<file path="config.mk">
export PLATFORM = sky130hd
export DESIGN_NAME = instructionDecoder
export DESIGN_NICKNAME = d
export VERILOG_FILES = /design/src/logic/rvPkg.sv /design/src/logic/instructionDecoder.sv
export SDC_FILE = /design/constraint.sdc
export NUM_CORES = 1
export LEC_CHECK = 0
export CAP_MARGIN = 10
export CELL_PAD_IN_SITES_DETAIL_PLACEMENT = 2
export CELL_PAD_IN_SITES_GLOBAL_PLACEMENT = 2
export CORE_AREA = 2 2 142 144
export DETAILED_ROUTE_END_ITERATION = 7
export DIE_AREA = 0 0 144 146
export DONT_BUFFER_PORTS = 1
export GPL_TIMING_DRIVEN = 0
export MAX_ROUTING_LAYER = met4
export PLACE_DENSITY = 0.48
export SLEW_MARGIN = 20
export SYNTH_ARGS = -nofsm -noshare
export SYNTH_HDL_FRONTEND = slang
export SYNTH_SLANG_ARGS = --single-unit
export TNS_END_PERCENT = 20
</file>
<file path="constraint.sdc">
create_clock -name vclk -period 1.6
set_clock_uncertainty 0.1 [all_clocks]
set_input_delay 0.24 -clock vclk [all_inputs]
set_output_delay 0.24 -clock vclk [all_outputs]
set_load 0.02 [all_outputs]
</file>
<file path="src/logic/rvPkg.sv">
package rvPkg;

    localparam int xlen      = 32;                  // data and address width
    localparam int imemDepth = 256;                 // instruction words in the ROM
    localparam int imemAddrW = $clog2(imemDepth);   // word index bits, taken from pc[9:2]
    localparam int regCount  = 32;                  // architectural registers x0..x31

    localparam logic [xlen-1:0] nopWord = 32'h0000_0013; // addi x0, x0, 0

    // major opcodes of the supported subset
    localparam logic [6:0] opLoad   = 7'b0000011;   // lw
    localparam logic [6:0] opStore  = 7'b0100011;   // sw
    localparam logic [6:0] opBranch = 7'b1100011;   // beq, blt
    localparam logic [6:0] opJal    = 7'b1101111;   // jal
    localparam logic [6:0] opOpImm  = 7'b0010011;   // addi, slli
    localparam logic [6:0] opOp     = 7'b0110011;   // add, sub

    localparam logic [2:0] f3Sll = 3'b001;          // slli inside op-imm
    localparam logic [2:0] f3Blt = 3'b100;          // blt inside branch

    typedef logic [$clog2(regCount)-1:0] regAddrT;

    // instruction formats, fields listed msb first
    typedef struct packed {
        logic [6:0] funct7;
        regAddrT    rs2;
        regAddrT    rs1;
        logic [2:0] funct3;
        regAddrT    rd;
        logic [6:0] opcode;
    } rFmtT;

    typedef struct packed {
        logic [11:0] imm11_0;
        regAddrT     rs1;
        logic [2:0]  funct3;
        regAddrT     rd;
        logic [6:0]  opcode;
    } iFmtT;

    typedef struct packed {
        logic [6:0] imm11_5;
        regAddrT    rs2;
        regAddrT    rs1;
        logic [2:0] funct3;
        logic [4:0] imm4_0;
        logic [6:0] opcode;
    } sFmtT;

    typedef struct packed {
        logic       imm12;      // sign bit
        logic [5:0] imm10_5;
        regAddrT    rs2;
        regAddrT    rs1;
        logic [2:0] funct3;
        logic [3:0] imm4_1;
        logic       imm11;      // sits where rd[0] would be
        logic [6:0] opcode;
    } bFmtT;

    typedef struct packed {
        logic       imm20;      // sign bit
        logic [9:0] imm10_1;
        logic       imm11;
        logic [7:0] imm19_12;
        regAddrT    rd;
        logic [6:0] opcode;
    } jFmtT;

    // one fetched word, five ways to look at it
    typedef union packed {
        logic [xlen-1:0] raw;
        rFmtT            rFmt;
        iFmtT            iFmt;
        sFmtT            sFmt;
        bFmtT            bFmt;
        jFmtT            jFmt;
    } instrWordT;

    typedef enum logic [2:0] {immI, immS, immB, immJ} immSrcT;
    typedef enum logic [2:0] {aluAdd, aluSub, aluSll, aluLessThan} aluCtrlT;
    typedef enum logic [1:0] {resAluResult, resMemData, resPcPlus4} resultSrcT;

    typedef struct packed {
        logic            pcSrc;     // taken branch or jump in execute
        logic [xlen-1:0] target;
    } redirectT;

    typedef struct packed {
        logic            regWrite;
        regAddrT         rd;
        logic [xlen-1:0] result;
    } writebackT;

    typedef struct packed {
        instrWordT       instr;
        logic [xlen-1:0] pc;
        logic [xlen-1:0] pcPlus4;
        logic            valid;     // low for bubbles after reset or flush
    } fetchDecodeT;

    typedef struct packed {
        logic            regWrite;
        logic            memWrite;
        logic            branch;
        logic            jump;
        logic            aluSrc;    // high selects immExt as alu operand b
        logic            illegal;
        resultSrcT       resultSrc;
        aluCtrlT         aluControl;
        logic [2:0]      funct3;
        regAddrT         rs1;
        regAddrT         rs2;
        regAddrT         rd;
        logic [xlen-1:0] rd1;
        logic [xlen-1:0] rd2;
        logic [xlen-1:0] immExt;
        logic [xlen-1:0] pc;
        logic [xlen-1:0] pcPlus4;
        logic            valid;
    } decodeOutT;

endpackage
</file>
<file path="src/logic/instructionDecoder.sv">
`timescale 1ns/1ns

module instructionDecoder (
    input  rvPkg::fetchDecodeT     fetchDecode,
    input  logic [rvPkg::xlen-1:0] rd1,         // register file port a
    input  logic [rvPkg::xlen-1:0] rd2,         // register file port b
    output rvPkg::regAddrT         rs1,
    output rvPkg::regAddrT         rs2,
    output rvPkg::decodeOutT       decodeOut
);

    rvPkg::instrWordT instr;    // word held in the decode stage

    assign instr = fetchDecode.instr;

    // source fields sit at the same bits in every format that has them
    assign rs1 = instr.rFmt.rs1;
    assign rs2 = instr.rFmt.rs2;

    always_comb begin
        rvPkg::immSrcT immSrc;      // immediate layout for this opcode
        logic          regWriteRaw; // enables before valid gating
        logic          memWriteRaw;
        logic          branchRaw;
        logic          jumpRaw;

        immSrc      = rvPkg::immI;
        regWriteRaw = 1'b0;
        memWriteRaw = 1'b0;
        branchRaw   = 1'b0;
        jumpRaw     = 1'b0;
        decodeOut   = '0;

        decodeOut.resultSrc  = rvPkg::resAluResult;
        decodeOut.aluControl = rvPkg::aluAdd;

        case (instr.rFmt.opcode)
            rvPkg::opOpImm: begin
                regWriteRaw      = 1'b1;
                decodeOut.aluSrc = 1'b1;                        // rs1 op imm
                if (instr.iFmt.funct3 == rvPkg::f3Sll) begin
                    decodeOut.aluControl = rvPkg::aluSll;       // slli
                end
            end
            rvPkg::opOp: begin
                regWriteRaw = 1'b1;
                if (instr.rFmt.funct7[5]) begin
                    decodeOut.aluControl = rvPkg::aluSub;       // sub
                end
            end
            rvPkg::opLoad: begin
                regWriteRaw         = 1'b1;
                decodeOut.aluSrc    = 1'b1;                     // base plus offset
                decodeOut.resultSrc = rvPkg::resMemData;
            end
            rvPkg::opStore: begin
                memWriteRaw      = 1'b1;
                decodeOut.aluSrc = 1'b1;
                immSrc           = rvPkg::immS;
            end
            rvPkg::opBranch: begin
                branchRaw = 1'b1;
                immSrc    = rvPkg::immB;
                if (instr.bFmt.funct3 == rvPkg::f3Blt) begin
                    decodeOut.aluControl = rvPkg::aluLessThan;  // blt
                end else begin
                    decodeOut.aluControl = rvPkg::aluSub;       // beq compares by zero
                end
            end
            rvPkg::opJal: begin
                jumpRaw             = 1'b1;
                regWriteRaw         = 1'b1;                     // link register
                decodeOut.resultSrc = rvPkg::resPcPlus4;
                immSrc              = rvPkg::immJ;
            end
            default: begin
                decodeOut.illegal = 1'b1;                       // enables stay low
            end
        endcase

        // sign extension per format
        case (immSrc)
            rvPkg::immS: decodeOut.immExt = {{20{instr.sFmt.imm11_5[6]}},
                                             instr.sFmt.imm11_5, instr.sFmt.imm4_0};
            rvPkg::immB: decodeOut.immExt = {{19{instr.bFmt.imm12}}, instr.bFmt.imm12,
                                             instr.bFmt.imm11, instr.bFmt.imm10_5,
                                             instr.bFmt.imm4_1, 1'b0};
            rvPkg::immJ: decodeOut.immExt = {{11{instr.jFmt.imm20}}, instr.jFmt.imm20,
                                             instr.jFmt.imm19_12, instr.jFmt.imm11,
                                             instr.jFmt.imm10_1, 1'b0};
            default:     decodeOut.immExt = {{20{instr.iFmt.imm11_0[11]}},
                                             instr.iFmt.imm11_0};
        endcase

        // a bubble must not write or redirect anything
        decodeOut.regWrite = regWriteRaw & fetchDecode.valid;
        decodeOut.memWrite = memWriteRaw & fetchDecode.valid;
        decodeOut.branch   = branchRaw & fetchDecode.valid;
        decodeOut.jump     = jumpRaw & fetchDecode.valid;

        decodeOut.funct3  = instr.rFmt.funct3;  // execute picks the branch condition
        decodeOut.rs1     = rs1;
        decodeOut.rs2     = rs2;
        decodeOut.rd      = instr.rFmt.rd;
        decodeOut.rd1     = rd1;
        decodeOut.rd2     = rd2;
        decodeOut.pc      = fetchDecode.pc;
        decodeOut.pcPlus4 = fetchDecode.pcPlus4;
        decodeOut.valid   = fetchDecode.valid;
    end

endmodule

</file>
# Word level (Yosys, flattened, before mapping)
# Index checks and enable logic that the tools add are counted.
# totals
regBits	0
inputBits	161
out_inout_bits	200
wordCells	31
# classes
n_eq_ne	11
muxes	13
n_bitwise	4
reduce_logical	3
# ops
operator	count
$pmux 20 s3	1
$eq 7x6->1 const B	2
$eq 7x7->1 const B	2
$pmux 3 s3	1
$eq 7x2->1 const B	1
$eq 7x5->1 const B	1
$mux 1	7
$eq 3x1->1 const B	2
$eq 3x2->1 const B	2
$pmux 2 s3	1
$reduce_or 6->1	1
$and 1x1->1	4
$mux 2	2
$pmux 2 s2	1
$reduce_or 4->1	1
$eq 3x3->1 const B	1
$reduce_or 3->1	1

# Logic depth before layout (Yosys ltp)
# logic_depth
depth_word	4
mapped_depth	5
ltp_nobuf	4

# Worst setup path before layout
# OpenSTA, ideal clock, no wires.
# synth_path
path_kind	input-to-output
start	input fetchDecode[68] (netlist bit)
end	output decodeOut[188] (netlist bit)
arrival_time_ns	1.346
required_ns	1.260
path_slack_ns	-0.086
stages	5
path_buffers	2
path_cell_list	and4bb_1 buf_4 nand2b_4 buf_6 nor3b_1
# synth_rtl
element	line	rtl
start: declaration	instructionDecoder.sv:4	input rvPkg::fetchDecodeT fetchDecode,
end: declaration	instructionDecoder.sv:9	output rvPkg::decodeOutT decodeOut

==> impl_results.md <==
* Status: completed
* # setup viols final at 0
* Placed cell count at 493
* YS warnings at 0
* Routed wire per std cell at between 10 and 15 um
* Commonest cells after routing, fill and taps aside: buf_4 (176), a21o_1 (8), and3_1 (4), mux2_4 (4), nand2_1 (3)
* Rel. slew slack at 64.2%
* DRC Markers at 0
* CP cell instances: and4_2 -> a21boi_4 -> a221o_2
* NetSw at roughly 0.00045 W
* Startpoint types: input pin
* Post-CTS Hold Buffers at 0
* DP Wirelength at 6660 um
* Post-CTS setup buffers at 0
* Pre-CTS WS at -0.132 ns
* Fillers at approximately 2300
* WL final at ~7200 um
* FMAX at 636 MHz
* GRT Total Usage at approximately 5.8%
* FP Rows at 51
* Crit path largest cell delay at around 0.38 ns
* Register area at 0 um^2
* Largest net degree at the start of global routing at 14
* Internal Pwr Total at 0.000324 W
* Clock Power Share at 0%
* Synthesized area at roughly 1700 um^2
* Sw frac at 58.2%
* Die height at between 100 and 150 um
* Hold worst-path end: decodeOut[188]
* Share of layout cells above drive strength 1 at 86.0%
* CP Data Required Time at roughly 1.3 ns
* Post-route cell area at 2130 um^2
* Netlist cell types at 32
* Hold path startpoint: fetchDecode[71]
* Pins Over Slew Limit at 0
* Min cycle time layout at 1.57 ns
* GPL Wtd Cong at ~0.68
* Post-synthesis sequential area ratio at 0%
* RSZ-0062 raised after global routing: true
* Slew @ Worst Pin at ~0.53 ns
* Input/output buffers at 0
* CP max stage cell: a21boi_4
* Worst Path Max Fanout at 9
* Area Overhead vs Synth at 21.8%
* Fin worst setup slack at 0.0281 ns
* Pwr Density at between 300 and 400 nW/um^2
* Syn_area_per_cell at ~7.7 um^2
* Power, Total at just under 0.0008 W
* Post-Syn Nets at 389
* Sequential share of power at 0%
* GRT Residual Overflow at 0
* Max-Cap Viols at 0
* Worst Hold Path Cells at 1
* Critical path class: in2out
* # diodes at 0
* Final ANT Viol Nets at 0
* Iteration-0 DRC Markers at 16
* Final hold violation count at 0
* Clkbuf count at 0
* Initial antenna violation count at 0
* Die Area at 21000 um^2
* Core Area at 19300 um^2
* Die X at 144 um
* Maximum VDD drop at ~65 uV
* NumNets Final at between 300 and 400
* Initial Utilization at about 9.0%
* Critical path arrival at ~1.2 ns
* Period utilization at between 90% and 100%
* Finished Layout Cells at 493
* Top-Level Pins at 361
* Placed inst area at 2080 um^2
* Critical Path Sink Type: output pin
* Combinational power share at between 90% and 100%
* Average via count per standard cell at about 2.7
* Vias at between 1000 and 1500
* Most common cell after layout, fill and taps aside: buf_4
* FFs & Latches at 0
* Vias in the first global route at roughly 1400
* HP Class: in2out
* DRT Pass-1 Iters at 4
* Leak at ~1.1 nW
* Global-route wire length before repair at around 9000 um
* Mapped Cells at around 230
[worst max-delay path: cells and delay by family]
family          cells  cell delay (ns)
simple gates        1             0.29
compound gates      2             0.70
[metrics by stage]
stage	hold slack, ns	setup TNS (ns)	util [%]
6_report	0.418	0	11.0
5_1_grt	0.421	-0.0292	11.0
4_1_cts	0.435	-0.0669	10.9
3_5_place_dp	0.435	-0.443	10.8
3_3_place_gp	0.436	-0.351	10.8
2_1_floorplan	0.431	0	-
[power groups by stage]
stage | Sequential, W | Clock (W) | Combinational, W
after floorplan | 0 | 0 | 0.000724
after global placement | 0 | 0 | 0.000785
after detailed placement | 0 | 0 | 0.000784
after CTS | 0 | 0 | 0.000786
after global routing | 0 | 0 | 0.000809
final | 0 | 0 | 0.000775
[worst max-delay path by stage]
| stage | startpoint | endpoint | slack [ns] | cells after the start |
|---|---|---|---|---|
| 2_1_floorplan | fetchDecode[68] | decodeOut[65] | 0.07 | 5 |
| 3_3_place_gp | fetchDecode[68] | decodeOut[182] | -0.13 | 4 |
| 3_5_place_dp | fetchDecode[68] | decodeOut[182] | -0.13 | 4 |
| 4_1_cts | fetchDecode[71] | decodeOut[76] | -0.05 | 4 |
| 5_1_grt | fetchDecode[71] | decodeOut[76] | -0.02 | 4 |
| 6_report | fetchDecode[68] | decodeOut[76] | 0.03 | 3 |
[cells in the mapped netlist]
library cell	number	area, um^2
nand2b_4	1	13.8
a21boi_1	1	7.51
and3_2	1	7.51
nand3_1	1	5.00
nand3b_1	2	15.0
nor3_1	1	5.00
o211ai_1	1	7.51
and3_1	4	25.0
nor2b_1	1	6.26
a21oi_1	2	10.0
nand2_8	1	20.0
nand4_1	2	12.5
buf_6	2	22.5
a21boi_4	1	18.8
nand4b_1	1	8.76
mux2i_1	1	10.0
o21ai_0	2	10.0
nand2b_1	1	6.26
and3b_1	1	8.76
a21o_1	8	60.1
a211oi_1	1	7.51
buf_4	177	1330
nand2_1	3	11.3
nor3b_1	1	7.51
nor2_1	1	3.75
a221o_1	1	10.0
conb_1	1	3.75
inv_1	1	3.75
and4_2	1	10.0
inv_6	1	8.76
mux2_4	4	60.1
and4bb_1	1	12.5
[kinds of logic after synthesis]
kind of cell           after synthesis  share of synthesized area (%)
multiplexers                         5                           4.01
other                                1                          0.215
AND/OR/NAND/NOR                     24                           10.2
AO/OA/AOI/OAI                       17                           7.52
buffers and inverters              181                           78.0
[per-layer routing]
layer | up-vias | wire length, um | track usage, %
li1 | 549 | - | -
met1 | 583 | 1780 | 4.35
met2 | 200 | 4500 | 13.6
met3 | 0 | 953 | 1.28
met4 | 0 | 0 | 0
met5 | - | 0 | -
[area by class of cell]
| cell class | instances | area [um^2] | area share, % |
|---|---|---|---|
| inverter | 2 | 12.5 | 0.588 |
| tap | 265 | 332 | 15.6 |
| buffer | 179 | 1360 | 63.8 |
| multi-input combinational | 47 | 425 | 20.0 |
[repair_timing]
action                     CTS  global route
setup endpoints to repair    6             7
pin swaps                    0             1
gates resized for setup      6             4
No activity file was read; power rests on OpenSTA's default activity.
