===== src/logic/rvPkg.sv =====
package rvPkg;

    localparam int xlen      = 32;                  // data and address width
    localparam int imemDepth = 256;                 // instruction words in the ROM
    localparam int imemAddrW = $clog2(imemDepth);   // word index bits, taken from pc[9:2]
    localparam int regCount  = 32;                  // architectural registers x0..x31

    localparam logic [xlen-1:0] nopWord = 32'h0000_0013; // addi x0, x0, 0

    // major opcodes of the supported subset
    localparam logic [6:0] opLoad   = 7'b0000011;   // lw
    localparam logic [6:0] opStore  = 7'b0100011;   // sw
    localparam logic [6:0] opBranch = 7'b1100011;   // beq, blt
    localparam logic [6:0] opJal    = 7'b1101111;   // jal
    localparam logic [6:0] opOpImm  = 7'b0010011;   // addi, slli
    localparam logic [6:0] opOp     = 7'b0110011;   // add, sub

    localparam logic [2:0] f3Sll = 3'b001;          // slli inside op-imm
    localparam logic [2:0] f3Blt = 3'b100;          // blt inside branch

    typedef logic [$clog2(regCount)-1:0] regAddrT;

    // instruction formats, fields listed msb first
    typedef struct packed {
        logic [6:0] funct7;
        regAddrT    rs2;
        regAddrT    rs1;
        logic [2:0] funct3;
        regAddrT    rd;
        logic [6:0] opcode;
    } rFmtT;

    typedef struct packed {
        logic [11:0] imm11_0;
        regAddrT     rs1;
        logic [2:0]  funct3;
        regAddrT     rd;
        logic [6:0]  opcode;
    } iFmtT;

    typedef struct packed {
        logic [6:0] imm11_5;
        regAddrT    rs2;
        regAddrT    rs1;
        logic [2:0] funct3;
        logic [4:0] imm4_0;
        logic [6:0] opcode;
    } sFmtT;

    typedef struct packed {
        logic       imm12;      // sign bit
        logic [5:0] imm10_5;
        regAddrT    rs2;
        regAddrT    rs1;
        logic [2:0] funct3;
        logic [3:0] imm4_1;
        logic       imm11;      // sits where rd[0] would be
        logic [6:0] opcode;
    } bFmtT;

    typedef struct packed {
        logic       imm20;      // sign bit
        logic [9:0] imm10_1;
        logic       imm11;
        logic [7:0] imm19_12;
        regAddrT    rd;
        logic [6:0] opcode;
    } jFmtT;

    // one fetched word, five ways to look at it
    typedef union packed {
        logic [xlen-1:0] raw;
        rFmtT            rFmt;
        iFmtT            iFmt;
        sFmtT            sFmt;
        bFmtT            bFmt;
        jFmtT            jFmt;
    } instrWordT;

    typedef enum logic [2:0] {immI, immS, immB, immJ} immSrcT;
    typedef enum logic [2:0] {aluAdd, aluSub, aluSll, aluLessThan} aluCtrlT;
    typedef enum logic [1:0] {resAluResult, resMemData, resPcPlus4} resultSrcT;

    typedef struct packed {
        logic            pcSrc;     // taken branch or jump in execute
        logic [xlen-1:0] target;
    } redirectT;

    typedef struct packed {
        logic            regWrite;
        regAddrT         rd;
        logic [xlen-1:0] result;
    } writebackT;

    typedef struct packed {
        instrWordT       instr;
        logic [xlen-1:0] pc;
        logic [xlen-1:0] pcPlus4;
        logic            valid;     // low for bubbles after reset or flush
    } fetchDecodeT;

    typedef struct packed {
        logic            regWrite;
        logic            memWrite;
        logic            branch;
        logic            jump;
        logic            aluSrc;    // high selects immExt as alu operand b
        logic            illegal;
        resultSrcT       resultSrc;
        aluCtrlT         aluControl;
        logic [2:0]      funct3;
        regAddrT         rs1;
        regAddrT         rs2;
        regAddrT         rd;
        logic [xlen-1:0] rd1;
        logic [xlen-1:0] rd2;
        logic [xlen-1:0] immExt;
        logic [xlen-1:0] pc;
        logic [xlen-1:0] pcPlus4;
        logic            valid;
    } decodeOutT;

endpackage

===== src/logic/registerFile.sv =====
`timescale 1ns/1ns

module registerFile (
    input  logic                   clk,
    input  logic                   rstN,
    input  rvPkg::regAddrT         rs1,
    input  rvPkg::regAddrT         rs2,
    input  rvPkg::writebackT       wb,      // from the writeback stage
    output logic [rvPkg::xlen-1:0] rd1,
    output logic [rvPkg::xlen-1:0] rd2
);

    logic [rvPkg::xlen-1:0] regs [1:rvPkg::regCount-1]; // x0 has no storage

    // one read port, with same-cycle bypass from wb
    function automatic logic [rvPkg::xlen-1:0] readPort(input rvPkg::regAddrT addr);
        if (addr == '0) begin
            return '0;                          // x0 hardwired
        end
        if (wb.regWrite && (wb.rd == addr)) begin
            return wb.result;                   // write-through
        end
        return regs[addr];
    endfunction

    always_ff @(posedge clk) begin
        if (!rstN) begin
            for (int i = 1; i < rvPkg::regCount; i++) begin
                regs[i] <= '0;
            end
        end else if (wb.regWrite && (wb.rd != '0)) begin
            regs[wb.rd] <= wb.result;           // writes to x0 dropped
        end
    end

    always_comb begin
        rd1 = readPort(rs1);
        rd2 = readPort(rs2);
    end

endmodule


===== config.mk =====
export PLATFORM = sky130hd
export DESIGN_NAME = registerFile
export DESIGN_NICKNAME = d
export VERILOG_FILES = /design/src/logic/rvPkg.sv /design/src/logic/registerFile.sv
export SDC_FILE = /design/constraint.sdc
export NUM_CORES = 2
export LEC_CHECK = 0
export ABC_AREA = 1
export BUFFER_PORTS_ARGS = -buffer_cell sky130_fd_sc_hd__buf_2
export CORE_MARGIN = 4
export CORE_UTILIZATION = 25
export DETAILED_ROUTE_END_ITERATION = 10
export PLACE_DENSITY_LB_ADDON = 0.08
export SLEW_MARGIN = 20
export SYNTH_ARGS = -nofsm -noshare
export SYNTH_HDL_FRONTEND = slang
export SYNTH_SLANG_ARGS = --single-unit

===== constraint.sdc =====
create_clock -name clk -period 5.25 [get_ports clk]
set_input_delay 1.575 -clock clk [delete_from_list [all_inputs] [get_ports clk]]
set_output_delay 1.575 -clock clk [all_outputs]
set_load 0.01 [all_outputs]

Yosys cells after proc, flatten, opt, wreduce, memory -nomap -nowiden
Memories as Yosys holds them, arrays and structs flattened. Cells that the tools add are included.

Memories kept: 1. Input bits: 50. Output and inout bits: 64. Bits in registers: 0. RAM bits: 992. Logic and storage cells: 31.

Multiplexer cells: 21. Equal/unequal tests: 2. Reduce and logical (&&, ||, !) cells: 7.

Memories: regs (depth 31, width 32, rd ports 2, clocked after Yosys merged registers in 0, write ports 31, line registerFile.sv:13) `logic [rvPkg::xlen-1:0] regs [1:rvPkg::regCount-1];`.

Operator list (number): $mux 32 (9); $reduce_or 32->1 (1); $mux 1 (11); $eq 5x5->1 (2); $logic_not 5->1 (2); $mux 5 (1); $reduce_bool 5->1 (1); $logic_and 1x1->1 (3).

Logic depth before layout (Yosys ltp)
Depth in word-level cells: 7. Mapped depth: 12. Gate-level depth less buffers: 11.

Worst setup path after synthesis
Ideal clock, no wire load.

Path type: input to output. From: in rs1[1]. To: out rd1[13] (netlist bit). Data arrival time: 2813 ps. Buffers on the path: 3. Data required time: 3675 ps. Cell stages on the path: 10. Path slack: 862 ps. Cell sequence: buf_2 inv_2 buf_2 clkbuf_1 o211ai_1 nand3_1 nand3_1 nand3_1 nand2_1 a21oi_1.

Cells in the longest elaborated chain, start to end: 6. Elaborated cells on any way between the ends: 10. Those cells by class: eq/ne (1); mux (6); reduce/logical (2); memory (1).

RTL lines: start: declaration (line registerFile.sv:6) `input rvPkg::regAddrT rs1,`; parallel branches: the longest is 5 deep, another holds $mem_v2 31x32; $mux 32 (*) (line registerFile.sv:20) `if (wb.regWrite && (wb.rd == addr)) begin`; end: declaration (line registerFile.sv:9) `output logic [rvPkg::xlen-1:0] rd1,`.

Mark *: on every way between the ends. The select of a mux whose other input is x is not followed.

Worst setup path after layout
From: in rs1[0]. To: out rd1[28] (netlist bit).

Same word-level chain as after synthesis.

==> report_table.html <==
<table>
<tr><th>Metric</th><th>Value</th></tr>
<tr><th colspan="2">Floorplan</th></tr>
<tr><td>Top-level I/O count</td><td>between 100 and 150</td></tr>
<tr><td>Floorplan row count</td><td>around 180</td></tr>
<tr><td>Die height</td><td>495 um</td></tr>
<tr><td>Die W</td><td>495 um</td></tr>
<tr><td>Area of the die</td><td>roughly 250,000 um^2</td></tr>
<tr><td>CORE AREA</td><td>~240,000 um^2</td></tr>
<tr><td>Initial standard-cell utilization of the core</td><td>between 20 and 30%</td></tr>
<tr><th colspan="2">Clock network</th></tr>
<tr><td>Post-CTS clock slew at the launch and capture registers of the worst setup and hold paths</td><td>roughly 50 ps</td></tr>
<tr><td>TritonCTS clock tree</td><td>built</td></tr>
<tr><td>Hold-fix buffer count after cts</td><td>0</td></tr>
<tr><td>Number of levels in the clock H-tree</td><td>4</td></tr>
<tr><td>Clock buffer count from CTS</td><td>~140</td></tr>
<tr><td>CTS max path bufs</td><td>3</td></tr>
<tr><td>Postcts setup bufs</td><td>0</td></tr>
<tr><td>Post-cts resize count</td><td>0</td></tr>
<tr><td>Clock root buffer</td><td>sky130_fd_sc_hd__clkbuf_16</td></tr>
<tr><td>Num Clock Sinks</td><td>just over 1,000</td></tr>
<tr><th colspan="2">Yosys</th></tr>
<tr><td>Synthesized cell area</td><td>slightly below 60,000 um^2</td></tr>
<tr><td>Proportion of register bits with asynchronous set or reset after synthesis</td><td>0%</td></tr>
<tr><td>Share of the synthesized area in the top cell type</td><td>between 50% and 60%</td></tr>
<tr><td>Cell types with the largest area share after synthesis</td><td>sky130_fd_sc_hd__edfxtp_1, sky130_fd_sc_hd__nand2_1, sky130_fd_sc_hd__nand3_1</td></tr>
<tr><td>Synth unique cells</td><td>30</td></tr>
<tr><td>Post-synth top flop</td><td>sky130_fd_sc_hd__edfxtp_1</td></tr>
<tr><td>Synth warnings</td><td>0</td></tr>
<tr><td>Biggest area consumer among synthesized cells</td><td>sky130_fd_sc_hd__edfxtp_1</td></tr>
<tr><td>Number of instances in the synthesized netlist</td><td>7,426</td></tr>
<tr><td>Count of state elements after synthesis</td><td>1,024</td></tr>
<tr><td>Average cell area after synthesis</td><td>~8.0 um^2</td></tr>
<tr><td>Most repeated cell in the gate-level netlist after synthesis</td><td>sky130_fd_sc_hd__nand2_1</td></tr>
<tr><td>Top cell types by occurrence after synthesis</td><td>sky130_fd_sc_hd__nand2_1, sky130_fd_sc_hd__nor2_1, sky130_fd_sc_hd__nand3_1</td></tr>
<tr><td>EDFF count, synth</td><td>1,024</td></tr>
<tr><td>Proportion of synthesized chip area in sequential cells</td><td>a little over 50%</td></tr>
<tr><th colspan="2">Critical path</th></tr>
<tr><td>Max Fanout on Critical Path</td><td>37</td></tr>
<tr><td>Crit path buffers/inverters</td><td>6</td></tr>
<tr><td>Data required time of the worst path</td><td>~3700 ps</td></tr>
<tr><td>Element type at the critical path end</td><td>output port</td></tr>
<tr><td>Cells along the critical path</td><td>buf_8 -&gt; inv_8 -&gt; buf_12 -&gt; buf_16 -&gt; buf_4 -&gt; nand2_1 -&gt; nand2_1 -&gt; nand2_1 -&gt; nand3_1 -&gt; nand3_1 -&gt; nand3_1 -&gt; nand2_1 -&gt; a21oi_1 -&gt; buf_2</td></tr>
<tr><td>CP peak stage delay</td><td>250 ps</td></tr>
<tr><td>Slowest-stage cell, CP</td><td>sky130_fd_sc_hd__buf_16</td></tr>
<tr><td>Data arrival time of the critical path</td><td>around 3600 ps</td></tr>
<tr><td>Class of the most critical setup path</td><td>primary input to output port</td></tr>
<tr><td>Kind of launch point of the worst setup path</td><td>primary input</td></tr>
<tr><td>Crit path top cell by count</td><td>sky130_fd_sc_hd__nand2_1</td></tr>
<tr><td>Family of cells with the greatest summed delay on the critical path</td><td>buffers and inverters</td></tr>
<tr><th colspan="2">Min path</th></tr>
<tr><td>Endpoint with the worst hold slack</td><td>regs[0][25]$_DFFE_PP_</td></tr>
<tr><td>Hold_sp</td><td>wb[25]</td></tr>
<tr><td>Number of cells traversed by the worst hold path</td><td>1</td></tr>
<tr><td>HP Class</td><td>primary input to flip-flop</td></tr>
<tr><th colspan="2">Layout</th></tr>
<tr><td>Register with the most flip-flops</td><td>regs</td></tr>
<tr><td>Biggest registers after layout</td><td>regs (1024)</td></tr>
<tr><td>Post-synthesis to final-layout area growth</td><td>16.8%</td></tr>
<tr><td>Final layout net count</td><td>between 7,000 and 8,000</td></tr>
<tr><td>Fraction of layout instances using a drive strength above 1</td><td>about 12%</td></tr>
<tr><td>Number of flip-flops under the largest register name</td><td>~1,000</td></tr>
<tr><th colspan="2">Detailed routing</th></tr>
<tr><td>Total via count after detailed routing</td><td>52,500</td></tr>
<tr><td>Number of vias per cell after detailed routing</td><td>a little under 5</td></tr>
<tr><td>Number of nets with antenna violations after routing</td><td>0</td></tr>
<tr><td>Final WL</td><td>roughly 280 mm</td></tr>
<tr><td>TritonRoute pass-1 iters</td><td>6</td></tr>
<tr><td>Starting DRC count in detailed routing</td><td>approximately 5,000</td></tr>
<tr><td>DRC Markers</td><td>0</td></tr>
<tr><td>Post-detailed-route wirelength per cell</td><td>25.8 um</td></tr>
<tr><th colspan="2">Timing</th></tr>
<tr><td>Tightest slew margin relative to the limit</td><td>between 30 and 40%</td></tr>
<tr><td>Slew at the pin closest to its max-slew limit</td><td>between 1000 and 1500 ps</td></tr>
<tr><td>Final setup violation count</td><td>0</td></tr>
<tr><td>Number of max-slew violations in the final report</td><td>0</td></tr>
<tr><td>Min cycle time layout</td><td>~5200 ps</td></tr>
<tr><td>Fin crit share</td><td>roughly 99%</td></tr>
<tr><td>RSZ-0062 raised after global routing</td><td>yes</td></tr>
<tr><td>Achievable Freq</td><td>about 0.19 GHz</td></tr>
<tr><td>Setup TNS</td><td>0 ps</td></tr>
<tr><td>Hold Violations, Final</td><td>0</td></tr>
<tr><th colspan="2">Global routing</th></tr>
<tr><td>Via count of the first global-routing pass</td><td>about 50,000</td></tr>
<tr><td>GRT overflow</td><td>0</td></tr>
<tr><td>Total routing usage reported by global routing</td><td>22.1%</td></tr>
<tr><td>Initial antenna violation count</td><td>9</td></tr>
<tr><td>Wire length of the first global-routing pass</td><td>about 390 mm</td></tr>
<tr><td>Pin count of the biggest net entering global routing</td><td>roughly 100</td></tr>
<tr><th colspan="2">Power and ir drop</th></tr>
<tr><td>Maximum resistive drop on vdd</td><td>around 0.31 mV</td></tr>
<tr><td>Power density over the cells</td><td>between 300 and 400 nW/um^2</td></tr>
<tr><td>Total power</td><td>between 20 and 25 mW</td></tr>
<tr><td>Leakage power figure</td><td>29.2 nW</td></tr>
<tr><th colspan="2">Flow run</th></tr>
<tr><td>Maxcap violations</td><td>0</td></tr>
<tr><th colspan="2">Placement</th></tr>
<tr><td>Number of port buffers</td><td>roughly 110</td></tr>
<tr><td>Final weighted congestion in routability-driven placement</td><td>between 0.8 and 0.9</td></tr>
<tr><td>Dpl hpwl</td><td>about 180 mm</td></tr>
<tr><th colspan="2">Run status</th></tr>
<tr><td>Status</td><td>finished clean</td></tr>
</table>
-- layout by cell type, fill, tap and decap left out, types with 33 or more instances in the layout --
master / n
sky130_fd_sc_hd__o211ai_1: 192
sky130_fd_sc_hd__nand3_1: 1063
sky130_fd_sc_hd__clkbuf_16: 146
sky130_fd_sc_hd__buf_12: 110
sky130_fd_sc_hd__o21ai_0: 358
sky130_fd_sc_hd__nand2_1: 1734
sky130_fd_sc_hd__nor2_2: 33
sky130_fd_sc_hd__nor2_1: 1305
sky130_fd_sc_hd__buf_4: 283
sky130_fd_sc_hd__clkinv_1: 38
sky130_fd_sc_hd__edfxtp_1: 1024
sky130_fd_sc_hd__or2_2: 56
sky130_fd_sc_hd__buf_2: 105
sky130_fd_sc_hd__nand2_2: 33
sky130_fd_sc_hd__inv_1: 617
sky130_fd_sc_hd__a21oi_1: 265
-- per-layer routing --
metal	track usage [%]	up-vias	routed length (um)
met2	36.5	1625	131000
met3	2.92	347	14400
li1	-	24400	-
met1	30.0	26000	123000
met4	6.85	0	8440
met5	0	-	0
-- power breakdown --
part | internal (mW) | leakage (nW) | switching (mW)
sequential | 9.44 | 9.75 | 0.194
combinational | 0.970 | 17.4 | 2.39
clock | 5.32 | 2.07 | 3.83
-- area by class of cell --
cell class                 count  area (um^2)
fill                       25000       166000
clock buffer                 169         3720
inverter                     635         2430
timing repair buffer         509         5050
sequential                  1024        30700
antenna                        2         5.00
multi-input combinational   5158        23000
clock inverter                69          474
tap                         3150         3940
-- how the worst max path moves through the flow --
stage,start,cells after the start,to
6_report,rs1[0],14,rd1[28]
5_1_grt,rs1[0],12,rd1[28]
4_1_cts,rs2[0],10,rd2[15]
3_5_place_dp,rs2[0],10,rd2[15]
3_3_place_gp,rs2[0],10,rd2[15]
2_1_floorplan,rs1[1],10,rd1[13]
-- stage by stage --
stage	hold slack [ps]	worst slack [ps]	cell area, um^2	utilization [%]	instances
floorplan	1670	862	59500	-	7457
detailed placement	1830	35.3	65100	27.6	10500
global placement	1820	-20.9	65100	27.6	10500
CTS	954	26.6	69300	29.4	10700
global route	987	-40.8	69400	29.4	10700
finish	1040	31.3	69400	29.4	10700
-- logic make-up (layout without fill, tap and decap cells) --
logic type / Yosys count / after routing / synth area share, %
AND/OR/NAND/NOR: 4275 / 4275 / 30.3
buffers and inverters: 1275 / 1382 / 9.89
flip-flops: 1024 / 1024 / 51.8
AO/OA/AOI/OAI: 849 / 849 / 7.98
XOR/XNOR: 2 / 2 / 0.0295
other: 1 / 34 / 0.00631
No activity file was read; power rests on OpenSTA's default activity.
