**config.mk**
```make
export PLATFORM = sky130hd
export DESIGN_NAME = fetchStage
export DESIGN_NICKNAME = d
export VERILOG_FILES = /design/src/logic/rvPkg.sv /design/src/logic/fetchStage.sv
export SDC_FILE = /design/constraint.sdc
export NUM_CORES = 1
export LEC_CHECK = 0
export BUFFER_PORTS_ARGS = -buffer_cell sky130_fd_sc_hd__buf_2
export CAP_MARGIN = 20
export CORE_ASPECT_RATIO = 0.75
export CORE_UTILIZATION = 25
export DETAILED_ROUTE_END_ITERATION = 8
export SKIP_LAST_GASP = 1
export SYNTH_ARGS = -nofsm -noshare
export SYNTH_HDL_FRONTEND = slang
export SYNTH_SLANG_ARGS = --single-unit
```
**constraint.sdc**
```tcl
create_clock -name clk -period 2.1 [get_ports clk]
set_input_delay 0.105 -clock clk [delete_from_list [all_inputs] [get_ports clk]]
set_output_delay 0.105 -clock clk [all_outputs]
set_load 0.01 [all_outputs]
```
**src/logic/rvPkg.sv**
```systemverilog
package rvPkg;

    localparam int xlen      = 32;                  // data and address width
    localparam int imemDepth = 256;                 // instruction words in the ROM
    localparam int imemAddrW = $clog2(imemDepth);   // word index bits, taken from pc[9:2]
    localparam int regCount  = 32;                  // architectural registers x0..x31

    localparam logic [xlen-1:0] nopWord = 32'h0000_0013; // addi x0, x0, 0

    // major opcodes of the supported subset
    localparam logic [6:0] opLoad   = 7'b0000011;   // lw
    localparam logic [6:0] opStore  = 7'b0100011;   // sw
    localparam logic [6:0] opBranch = 7'b1100011;   // beq, blt
    localparam logic [6:0] opJal    = 7'b1101111;   // jal
    localparam logic [6:0] opOpImm  = 7'b0010011;   // addi, slli
    localparam logic [6:0] opOp     = 7'b0110011;   // add, sub

    localparam logic [2:0] f3Sll = 3'b001;          // slli inside op-imm
    localparam logic [2:0] f3Blt = 3'b100;          // blt inside branch

    typedef logic [$clog2(regCount)-1:0] regAddrT;

    // instruction formats, fields listed msb first
    typedef struct packed {
        logic [6:0] funct7;
        regAddrT    rs2;
        regAddrT    rs1;
        logic [2:0] funct3;
        regAddrT    rd;
        logic [6:0] opcode;
    } rFmtT;

    typedef struct packed {
        logic [11:0] imm11_0;
        regAddrT     rs1;
        logic [2:0]  funct3;
        regAddrT     rd;
        logic [6:0]  opcode;
    } iFmtT;

    typedef struct packed {
        logic [6:0] imm11_5;
        regAddrT    rs2;
        regAddrT    rs1;
        logic [2:0] funct3;
        logic [4:0] imm4_0;
        logic [6:0] opcode;
    } sFmtT;

    typedef struct packed {
        logic       imm12;      // sign bit
        logic [5:0] imm10_5;
        regAddrT    rs2;
        regAddrT    rs1;
        logic [2:0] funct3;
        logic [3:0] imm4_1;
        logic       imm11;      // sits where rd[0] would be
        logic [6:0] opcode;
    } bFmtT;

    typedef struct packed {
        logic       imm20;      // sign bit
        logic [9:0] imm10_1;
        logic       imm11;
        logic [7:0] imm19_12;
        regAddrT    rd;
        logic [6:0] opcode;
    } jFmtT;

    // one fetched word, five ways to look at it
    typedef union packed {
        logic [xlen-1:0] raw;
        rFmtT            rFmt;
        iFmtT            iFmt;
        sFmtT            sFmt;
        bFmtT            bFmt;
        jFmtT            jFmt;
    } instrWordT;

    typedef enum logic [2:0] {immI, immS, immB, immJ} immSrcT;
    typedef enum logic [2:0] {aluAdd, aluSub, aluSll, aluLessThan} aluCtrlT;
    typedef enum logic [1:0] {resAluResult, resMemData, resPcPlus4} resultSrcT;

    typedef struct packed {
        logic            pcSrc;     // taken branch or jump in execute
        logic [xlen-1:0] target;
    } redirectT;

    typedef struct packed {
        logic            regWrite;
        regAddrT         rd;
        logic [xlen-1:0] result;
    } writebackT;

    typedef struct packed {
        instrWordT       instr;
        logic [xlen-1:0] pc;
        logic [xlen-1:0] pcPlus4;
        logic            valid;     // low for bubbles after reset or flush
    } fetchDecodeT;

    typedef struct packed {
        logic            regWrite;
        logic            memWrite;
        logic            branch;
        logic            jump;
        logic            aluSrc;    // high selects immExt as alu operand b
        logic            illegal;
        resultSrcT       resultSrc;
        aluCtrlT         aluControl;
        logic [2:0]      funct3;
        regAddrT         rs1;
        regAddrT         rs2;
        regAddrT         rd;
        logic [xlen-1:0] rd1;
        logic [xlen-1:0] rd2;
        logic [xlen-1:0] immExt;
        logic [xlen-1:0] pc;
        logic [xlen-1:0] pcPlus4;
        logic            valid;
    } decodeOutT;

endpackage
```
**src/logic/fetchStage.sv**
```systemverilog
`timescale 1ns/1ns

module fetchStage (
    input  logic                   clk,
    input  logic                   rstN,
    input  logic                   stallF,      // hold pc
    input  logic                   stallD,      // hold fetch-to-decode register
    input  logic                   flushD,      // squash fetch-to-decode register
    input  rvPkg::redirectT        redirect,
    input  rvPkg::instrWordT       instrF,      // word at pcF from the ROM
    output logic [rvPkg::xlen-1:0] pcF,
    output rvPkg::fetchDecodeT     fetchDecode
);

    logic [rvPkg::xlen-1:0] pcPlus4F;   // sequential address
    logic [rvPkg::xlen-1:0] pcNext;     // address loaded at the next edge

    assign pcPlus4F = pcF + 32'd4;

    // redirect from execute wins over the sequential path
    assign pcNext = redirect.pcSrc ? redirect.target : pcPlus4F;

    always_ff @(posedge clk) begin
        if (!rstN) begin
            pcF <= '0;                  // boot address
        end else if (!stallF) begin
            pcF <= pcNext;
        end
    end

    // fetch-to-decode register
    // flush before stall, reset shares the bubble path
    always_ff @(posedge clk) begin
        if (!rstN || flushD) begin
            fetchDecode.instr   <= rvPkg::nopWord;  // bubble
            fetchDecode.pc      <= '0;
            fetchDecode.pcPlus4 <= '0;
            fetchDecode.valid   <= 1'b0;
        end else if (!stallD) begin
            fetchDecode.instr   <= instrF;
            fetchDecode.pc      <= pcF;
            fetchDecode.pcPlus4 <= pcPlus4F;
            fetchDecode.valid   <= 1'b1;
        end
    end

endmodule

```
# --- Word level (Yosys, flattened, before mapping) ---
# Cells that the tools add are included.
op_classes:
  add_sub_neg: 1
  mul: 0
  n_div: 0
  magnitude_cmp: 0
  eq_ne: 0
  shifts: 0
  n_mux: 1
  bitwise_logic: 0
  reduce_logical: 2
op_table:
  columns: ["cell", "count"]
  rows:
  - ["32-bit by 3-bit adder with 32-bit output, second input constant", 1]
  - ["32-bit two-way mux", 1]
  - ["1-bit zero test", 1]
  - ["1-bit logical OR", 1]
word_totals:
  register_bits: 129
  latchBits: 0
  ramBits: 0
  mem_bits_ro: 0
  in_bits: 70
  out_inout_bits: 129
  elab_cells: 9
  memories: 0

# --- Longest topological paths before layout ---
# Gate-level depths: netlist (run 1).
logic_depth:
  ltp_word: 2
  mapped_depth: 7

# --- Worst setup path after synthesis (run 1) ---
# No wires, ideal clock.
synth_timing:
  path_kind: "register -> register"
  from: "register pcF[2] (netlist name)"
  to: "register pcF[16] (netlist name)"
  t_arrival_ps: 1809
  required_ps: 1984
  path_slack_ps: 175
  path_stages_with_launch: 6
  n_path_buf: 0
  synth_period_minus_slack_ps: 1925
  path_cell_list: "dfxtp_1 ha_1 nand4_2 nor4_1 o21bai_1 a31o_2"
synth_via:
  elab_chain_cells: 2
synth_lines:
  columns: ["element", "line_no", "rtl"]
  rows:
  - ["start: declaration", "fetchStage.sv:11", "output logic [rvPkg::xlen-1:0] pcF,"]
  - ["start signal: assignment", "fetchStage.sv:27", "pcF <= pcNext;"]
  - ["32-bit by 3-bit adder with 32-bit output", "fetchStage.sv:18", "assign pcPlus4F = pcF + 32'd4;"]
  - ["32-bit two-way mux", "fetchStage.sv:21", "assign pcNext = redirect.pcSrc ? redirect.target : pcPlus4F;"]
# No other way between the ends.
# A chain may end at the register's enable or synchronous reset.

# --- Worst setup path after layout (run 1) ---
layout_timing:
  from: "register pcF[13] (netlist name)"
  to: "register pcF[27] (netlist name)"
# Same word-level chain as after synthesis.

==> results.ini, run 1 <==
[setup_path]
worstSetupEndpointType = register
crit_slowest_cell = dfxtp_1
cpPeakStageDelay_ps = 530
required_ps = 2400
worstPathCellList = and4_4 > nand4_4 > nor4_2 > mux2i_1 > a21oi_1
worstPathArrival_ps = 2250
criticalPathCategory = register to register
cp_max_fo = 9
startpoint_type = register
r2r_setup_slack_ps = 160

[logic_synthesis]
syn_avg_cell_area_um2 = 8.77
syn_area_mm2 = 0.00582
synth_cells = 664
synth_nets = 735
ys_seq_area_share_pct = 43.7
synthArstFlopShare_pct = 0
ys_warn_count = 0
synth.distinct_cells = 58
synth-main-ff-cell = dfxtp_1
synth_enable_flop_cells = 0
ys_ff_latch = 127

[grt]
antenna_found_initial = 0
grt_pass1_vias = 5557
grt_usage_pct = 17.3
grt_max_degree = 54
grt_overflow_total = 0
grt_pass1_wl_um = 31400

[pwr]
power.internal_uw = 4940
peakVddDrop_uv = 541
power_density_mw_per_mm2 = 788
p_clk_share_pct = 49.9
p_switching_uw = 1670
pwr-share-seq_pct = 38.7
switching_share_pct = 25.3
combPwrFrac_pct = 11.4
p_leak_uw = 0.00380

[sta]
worst_slew_pin_slew_ps = 549
slew_violations = 0
relSlewSlack_pct = 63.4
fin_crit_ps = 1940
fmax_mhz = 515
grt_setup_unrepaired = no
setup_violations = 0
skew_ps = 10.5
worst_slack_ps = 157
finalSetupTns_ps = 0
finalHoldViolCount = 0
timing.final.crit_share_pct = 92.5

[cells_and_area]
syn_to_final_growth_pct = 44.1
multiInputGateArea_mm2 = 0.00295
stdcell_count = 1216
fin_nets = 981
fillers = 2353
seq_area_mm2 = 0.00254
drive_gt1_share_pct = 31.8
antennaDiodeCount = 0
design_area_mm2 = 0.00839

[cts]
clk_pin_slew_ps = 70
numCtsBuffers = 17
cts_buffer_depth = 2
cts.htree.levels = 4
cts_setup_buffers = 0
cts.sinks = 127
clock_latency_ps = 430
cts_tree = built
clock-root-buffer = clkbuf_16

[floorplan]
die_x_um = 178
die_area_mm2 = 0.0239
num_io_pins = 199
core_area_mm2 = 0.0225
start_util_pct = 25.9
die_y_um = 134
fp-row-count = 47

[placement]
pre_cts_ws_ps = 119
port_buffers = 198
dp.cells = 1133
gp_congestion = 0.828
post-dp-hpwl_um = 14100
postPlaceCellArea_mm2 = 0.00722

[route]
routed_wl_um = 20300
routed-via-count = 5729
drt_iter0_markers = 302
first_pass_iters = 4
drcViolationCount = 0
viasPerCell = 4.71
ant_nets = 0
wl_per_cell_um = 16.7

[min_path]
hp-class = primary input to register

[flow_run]
drv_cap = 0

[status]
status = finished clean

[worst max-delay path: cells and delay by family, from the launching register on]
family / cells / cell delay (ps)
flops: 1 / 530
compound gates: 1 / 80
mux: 1 / 240
simple gates: 3 / 960
[area by class of cell]
class	count	share of cell area, %
clock buffer	17	5.07
clock inverter	14	2.59
multi-input combinational	462	35.2
timing repair buffer	294	22.1
sequential	127	30.3
tap	294	4.38
inverter	8	0.358
[Yosys cell counts, types with 10 or more instances]
library cell / instances / share of area, %
clkbuf_1: 36 / 2.3
nor3_1: 16 / 1.4
nand3_1: 17 / 1.5
o21ai_0: 33 / 2.8
a21oi_1: 41 / 3.5
mux2i_1: 75 / 13
a22oi_1: 15 / 1.9
nor2_1: 114 / 7.3
nand4_1: 10 / 1.1
buf_2: 14 / 1.2
nand2_1: 30 / 1.9
dfxtp_1: 127 / 44
xnor2_1: 19 / 2.9
[registers in the layout (all words and copies together), names as in the netlist]
register     cells
pcF             32
fetchDecode     95
[routing by layer]
| metal | global-route usage [%] | wire [um] | part of all wire, % |
|---|---|---|---|
| met5 | 0 | 0 | 0 |
| met4 | 6.64 | 313 | 1.5 |
| met3 | 4.96 | 1540 | 7.6 |
| met2 | 26.5 | 8970 | 44 |
| met1 | 23.0 | 9430 | 47 |
[power groups by stage]
stage / Clock (uW) / Combinational (uW) / Sequential [uW]
after floorplan: 0 / 370 / 2630
after global placement: 0 / 677 / 2610
after detailed placement: 0 / 682 / 2610
after CTS: 3380 / 758 / 2560
after global routing: 3470 / 829 / 2570
final: 3300 / 755 / 2560
[cells in the final DEF, fill, tap and decap left out, drive strengths merged, types with 10 or more instances in the layout]
cell / n
clkbuf: 17
nand4: 16
xnor2: 19
mux2i: 75
nor2: 114
nand2: 30
dlygate4sd3: 52
a21oi: 41
dfxtp: 127
nor3: 17
a22oi: 15
nor4: 10
buf: 242
nand3: 17
o21ai: 35
[worst paths after layout]
kind | from | to | cells past startpoint
worst max-delay path | pcF[13]$_SDFFE_PN0N_ | pcF[27]$_SDFFE_PN0N_ | 5
worst max register to register | pcF[13]$_SDFFE_PN0N_ | pcF[27]$_SDFFE_PN0N_ | 5
worst min register to register | fetchDecode[0]$_SDFFE_PP0N_ | fetchDecode[0]$_SDFFE_PP0N_ | 2
worst min-delay path | redirect[24] | pcF[24]$_SDFFE_PN0N_ | 3
[cell families (layout without fill, tap and decap cells)]
group	Yosys count	after routing	share of synthesized area [%]
compound gates	125	125	13.0
xor+xnor	25	25	3.76
fa+ha+maj	1	1	0.215
buf+inv	75	333	5.89
flops	127	127	43.7
mux	75	75	12.9
simple gates	236	236	20.5
[per-stage QoR]
| step | hold WS, ps | util (%) | power [uW] |
|---|---|---|---|
| 3_3_place_gp | 320 | 32.1 | 3280 |
| 6_report | 22.4 | 37.4 | 6610 |
| 4_1_cts | 2.43 | 37.3 | 6700 |
| 3_5_place_dp | 323 | 32.1 | 3290 |
| 5_1_grt | 23.6 | 37.4 | 6860 |
| 2_1_floorplan | 230 | - | 3000 |
[timing repair]
action | 4_1_cts | 5_1_grt
hold buffers | 52 | 0
endpoints found under the hold margin | 49 | 0
gates resized for setup | 0 | 1
setup endpoints to repair | 0 | 3
Power figures use the tool's default switching activity.
==> run 2: changes to the inputs <==
Clock period 2.1 ns to 1.7 ns, I/O delays scaled along.
==> results.ini, run 2 (synthesized netlist as in run 1, its figures left out) <==
[grt]
antenna_found_initial = 0  ; unchanged
grt_max_degree = 43  ; -20%
grt_pass1_vias = 5520  ; -0.67%
grt_overflow_total = 0  ; unchanged
grt_usage_pct = 17.3  ; -0.064 points
grt_pass1_wl_um = 31000  ; -1.4%

[floorplan]
die_x_um = 178  ; unchanged
die_area_mm2 = 0.0239  ; unchanged
die_y_um = 134  ; unchanged
core_area_mm2 = 0.0225  ; unchanged
start_util_pct = 25.9  ; unchanged
fp-row-count = 47  ; unchanged
num_io_pins = 199  ; unchanged

[setup_path]
worstPathArrival_ps = 1970  ; -280 ps
required_ps = 2010  ; -390 ps
startpoint_type = register
criticalPathCategory = register to register
worstSetupEndpointType = register
cp_max_fo = 6  ; -3
worst-r2r-cell-count = 5  ; unchanged

[min_path]
hp-class = primary input to register
whs_path_depth = 3  ; unchanged

[route]
first_pass_iters = 4  ; unchanged
drcViolationCount = 0  ; unchanged
routed_wl_um = 20400  ; +0.86%
ant_nets = 0  ; unchanged
viasPerCell = 4.72  ; +0.23%
wl_per_cell_um = 16.3  ; -2.1%
drt_iter0_markers = 347  ; +15%
routed-via-count = 5917  ; +3.3%

[sta]
grt_setup_unrepaired = yes
setup_violations = 0  ; unchanged
finalHoldViolCount = 0  ; unchanged
finalSetupTns_ps = 0  ; unchanged
fmax_mhz = 603  ; +17%
worst_slack_ps = 41.5  ; -116 ps
worst_slew_pin_slew_ps = 842  ; +294 ps
fin_crit_ps = 1660  ; -284 ps
relSlewSlack_pct = 43.7  ; -20 points
timing.final.crit_share_pct = 97.6  ; +5.1 points
slew_violations = 0  ; unchanged
skew_ps = 10.2  ; -0.296 ps

[cells_and_area]
fillers = 2316  ; -1.6%
final_common_cell = buf_2
regMostFlops = fetchDecode
reg_top3 = fetchDecode (95), pcF (32)
drive_gt1_share_pct = 37.4  ; +5.7 points
stdcell_count = 1253  ; +3.0%
antennaDiodeCount = 0  ; unchanged
largest_reg_flops = 95  ; unchanged
fin_nets = 1017  ; +3.7%
post-route-util_pct = 39.6  ; +2.2 points
syn_to_final_growth_pct = 52.7
layout_common_cells = buf_2, nor2_1, dfxtp_1

[cts]
clk_pin_slew_ps = 60  ; about the same
cts_tree = built
cts.htree.levels = 4  ; unchanged
clock-root-buffer = clkbuf_16
cts.sinks = 127  ; unchanged
clock_latency_ps = 430  ; about the same
numCtsBuffers = 17  ; unchanged
cts_buffer_depth = 2  ; unchanged

[status]
status = finished clean

[placement]
post-dp-hpwl_um = 14700  ; +4.0%
port_buffers = 198  ; unchanged
pre_cts_ws_ps = -5.41  ; -125 ps
gp_congestion = 0.841  ; +1.6%
dp.cells = 1163  ; +2.6%

[flow_run]
drv_cap = 0  ; unchanged

[pwr]
peakVddDrop_uv = 640  ; +18%
power_density_mw_per_mm2 = 940  ; +19%
p_leak_uw = 0.00408  ; +7.5%

[run 2: changes by cell type in the layout (fill, tap and decap cells not counted), moves of 4 or more]
cell	previous run	this run
dfxtp_4	0	5
nand4_2	5	0
nor3_1	16	11
nand4_4	1	6
dlygate4sd3_1	52	56
dfxtp_2	0	13
nor3_2	1	6
buf_4	44	75
dfxtp_1	127	109
[run 2: critical path, stage by stage (launching register included)]
cell and delay, ps:
dfxtp_2 380, nand4_1 200, or4_4 490, nor3_2 200
mux2i_1 220, nor2_1 60
[run 2: path summary, 6_finish.rpt]
kind,start,endpoint,slack (ps)
worst min-delay path,redirect[17],pcF[17]$_SDFFE_PN0N_,20
worst max register to register,pcF[26]$_SDFFE_PN0N_,pcF[30]$_SDFFE_PN0N_,40
worst max-delay path,pcF[26]$_SDFFE_PN0N_,pcF[30]$_SDFFE_PN0N_,40
worst min register to register,fetchDecode[0]$_SDFFE_PP0N_,fetchDecode[0]$_SDFFE_PP0N_,450
[run 2: metal layers]
| layer | track usage, % | part of all wire (%) | vias to the layer above |
|---|---|---|---|
| met5 | 0 | 0 | - |
| met2 | 26.1 | 43 | 200 |
| met3 | 5.22 | 7.1 | 17 |
| li1 | - | - | 2893 |
| met4 | 5.04 | 1.2 | 0 |
| met1 | 23.6 | 48 | 2807 |
[run 2: power by group]
part / leakage (uW) / switching [uW] / internal, uW
registers: 0.00104 / 84.6 / 3080
clock network: 0.000317 / 1460 / 2750
logic: 0.00272 / 520 / 463
total: 0.00408 / 2060 / 6290
[run 2: cell type report]
class,instances,area (um2),share of cell area (%)
Sequential cell,127,2580,29.0
Inverter,8,30.0,0.338
Timing Repair Buffer,330,2150,24.2
Tap cell,294,368,4.14
Clock buffer,18,429,4.83
Clock inverter,14,239,2.69
Multi-Input combinational cell,462,3100,34.8
[run 2: metrics by stage]
stage	hold WS (ps)	instance area [um2]	power (uW)
2_1_floorplan	210	5980	3730
3_3_place_gp	301	7570	4100
3_5_place_dp	309	7570	4110
4_1_cts	4.15	8800	8460
5_1_grt	44.6	8890	8690
6_report	19.4	8890	8350
[run 2: timing repair]
item / 4_1_cts / 5_1_grt
cloned: 0 / 0
pin swaps: 0 / 6
setup buffers: 0 / 2
endpoints found under the hold margin: 59 / 0
setup endpoints to repair: 5 / 30
hold buffers: 56 / 0
gates resized for setup: 2 / 23
==> run 3: changes to the inputs <==
Settings changed: BUFFER_PORTS_ARGS -buffer_cell sky130_fd_sc_hd__buf_2 to unset, DONT_BUFFER_PORTS set to 1.
==> results.ini, run 3 (synthesized netlist as in run 1, its figures left out) <==
[status]
status = finished clean

[pwr]
p_leak_uw = 0.00326  ; -20%
p_total_uw = 7760  ; -7.0%
peakVddDrop_uv = 630  ; -1.6%
power_density_mw_per_mm2 = 931  ; -0.92%

[sta]
grt_setup_unrepaired = yes
skew_ps = 13.1  ; +2.88 ps
finalHoldViolCount = 0  ; unchanged
hold_ws_ps = 18.7  ; -0.688 ps
slew_violations = 0  ; unchanged
fin_crit_ps = 1660  ; -3.13 ps
setup_violations = 0  ; unchanged
fmax_mhz = 604  ; +0.19%
worst_slew_pin_slew_ps = 700  ; -143 ps
timing.final.crit_share_pct = 97.4  ; -0.18 points
relSlewSlack_pct = 53.2  ; +9.5 points

[route]
drcViolationCount = 0  ; unchanged
drt_iter0_markers = 319  ; -8.1%
viasPerCell = 5.00  ; +6.0%
ant_nets = 0  ; unchanged
routed_wl_um = 21000  ; +2.8%
wl_per_cell_um = 19.1  ; +17%
first_pass_iters = 5  ; +1
routed-via-count = 5500  ; -7.0%

[min_path]
hp-class = primary input to register

[setup_path]
cp_max_fo = 8  ; +2
worstSetupEndpointType = register
startpoint_type = register
required_ps = 2010  ; about the same
worstPathArrival_ps = 1970  ; about the same
criticalPathCategory = register to register

[grt]
grt_pass1_vias = 5392  ; -2.3%
grt_pass1_wl_um = 31200  ; +0.74%
grt_usage_pct = 17.6  ; +0.30 points
grt_overflow_total = 0  ; unchanged
grt_max_degree = 51  ; +19%
antenna_found_initial = 0  ; unchanged

[cells_and_area]
design_area_mm2 = 0.00834  ; -6.2%
regMostFlops = fetchDecode
layout_common_cells = nor2_1, dfxtp_1, dlygate4sd3_1
fin_nets = 863  ; -15%
stdcell_count = 1099  ; -12%
post-route-util_pct = 37.1  ; -2.4 points
final_common_cell = nor2_1
drive_gt1_share_pct = 20.4  ; -17 points
reg_top3 = fetchDecode (95), pcF (32)
syn_to_final_growth_pct = 43.2
antennaDiodeCount = 0  ; unchanged
largest_reg_flops = 95  ; unchanged

[cts]
numCtsBuffers = 17  ; unchanged
clock_latency_ps = 430  ; about the same
clk_pin_slew_ps = 70  ; about the same
cts.htree.levels = 4  ; unchanged
cts_tree = built
cts.sinks = 127  ; unchanged
clock-root-buffer = clkbuf_16
cts_buffer_depth = 2  ; unchanged

[placement]
postPlaceCellArea_mm2 = 0.00648  ; -14%
post-dp-hpwl_um = 13400  ; -8.7%
dp.cells = 953  ; -18%
gp_congestion = 0.849  ; +0.93%
port_buffers = 0  ; -100%

[floorplan]
die_area_mm2 = 0.0239  ; unchanged
num_io_pins = 199  ; unchanged
core_area_mm2 = 0.0225  ; unchanged
die_x_um = 178  ; unchanged
start_util_pct = 25.9  ; unchanged
die_y_um = 134  ; unchanged
fp-row-count = 47  ; unchanged

[flow_run]
drv_cap = 0  ; unchanged

==> run 3: per-stage QoR <==
step                      setup TNS, ps  setup slack (ps)
after detailed placement           -191             -73.9
after floorplan                   -44.6             -31.1
final                                 0              44.6
after global routing              -26.4             -16.4
after CTS                         -25.4             -15.0
after global placement            -72.8             -26.6
==> run 3: path summary, 6_finish.rpt <==
check / start / end / slack, ps / depth (start not counted)
worst max-delay path: pcF[2]$_SDFFE_PN0N_ / pcF[30]$_SDFFE_PN0N_ / 40 / 6
worst min-delay path: redirect[32] / pcF[16]$_SDFFE_PN0N_ / 20 / 4
worst max register to register: pcF[2]$_SDFFE_PN0N_ / pcF[30]$_SDFFE_PN0N_ / 40 / 6
worst min register to register: fetchDecode[62]$_SDFFE_PP0N_ / fetchDecode[62]$_SDFFE_PP0N_ / 520 / 2
==> run 3: layout make-up <==
cell class	instances	area, um2
Sequential cell	127	2580
Multi-Input combinational cell	462	3120
Inverter	8	30.0
Clock buffer	17	425
Tap cell	294	368
Timing Repair Buffer	176	1650
Fill cell	2291	14100
Clock inverter	15	161
==> run 3: report_power, final <==
group	internal, uW	switching (uW)	total (uW)
Sequential	3080	132	3210
Combinational	432	423	856
Clock	2170	1530	3700
Total	5680	2080	7760
==> run 3: what timing repair did <==
action	CTS	global route
resized for setup	6	30
hold endpoints to repair	107	0
setup buffers	0	6
endpoints found under the setup margin	11	35
gates cloned	0	0
pin swaps	2	9
hold buffers	108	0
==> run 3: metal layers <==
metal  vias up  global-route usage [%]  wire [um]
li1       2588                       -          -
met1      2651                    23.0       9470
met5         -                       0          0
met3        18                    6.07       1960
met4         0                    4.76        266
met2       243                    27.4       9310
==> run 3: worst max-delay path, cell delays in order, from the launching register on <==
cell and delay, ps:
dfxtp_2 390, ha_4 180, nand4_4 220, buf_4 240, nor3_2 250, mux2i_1 210
nor2_1 50
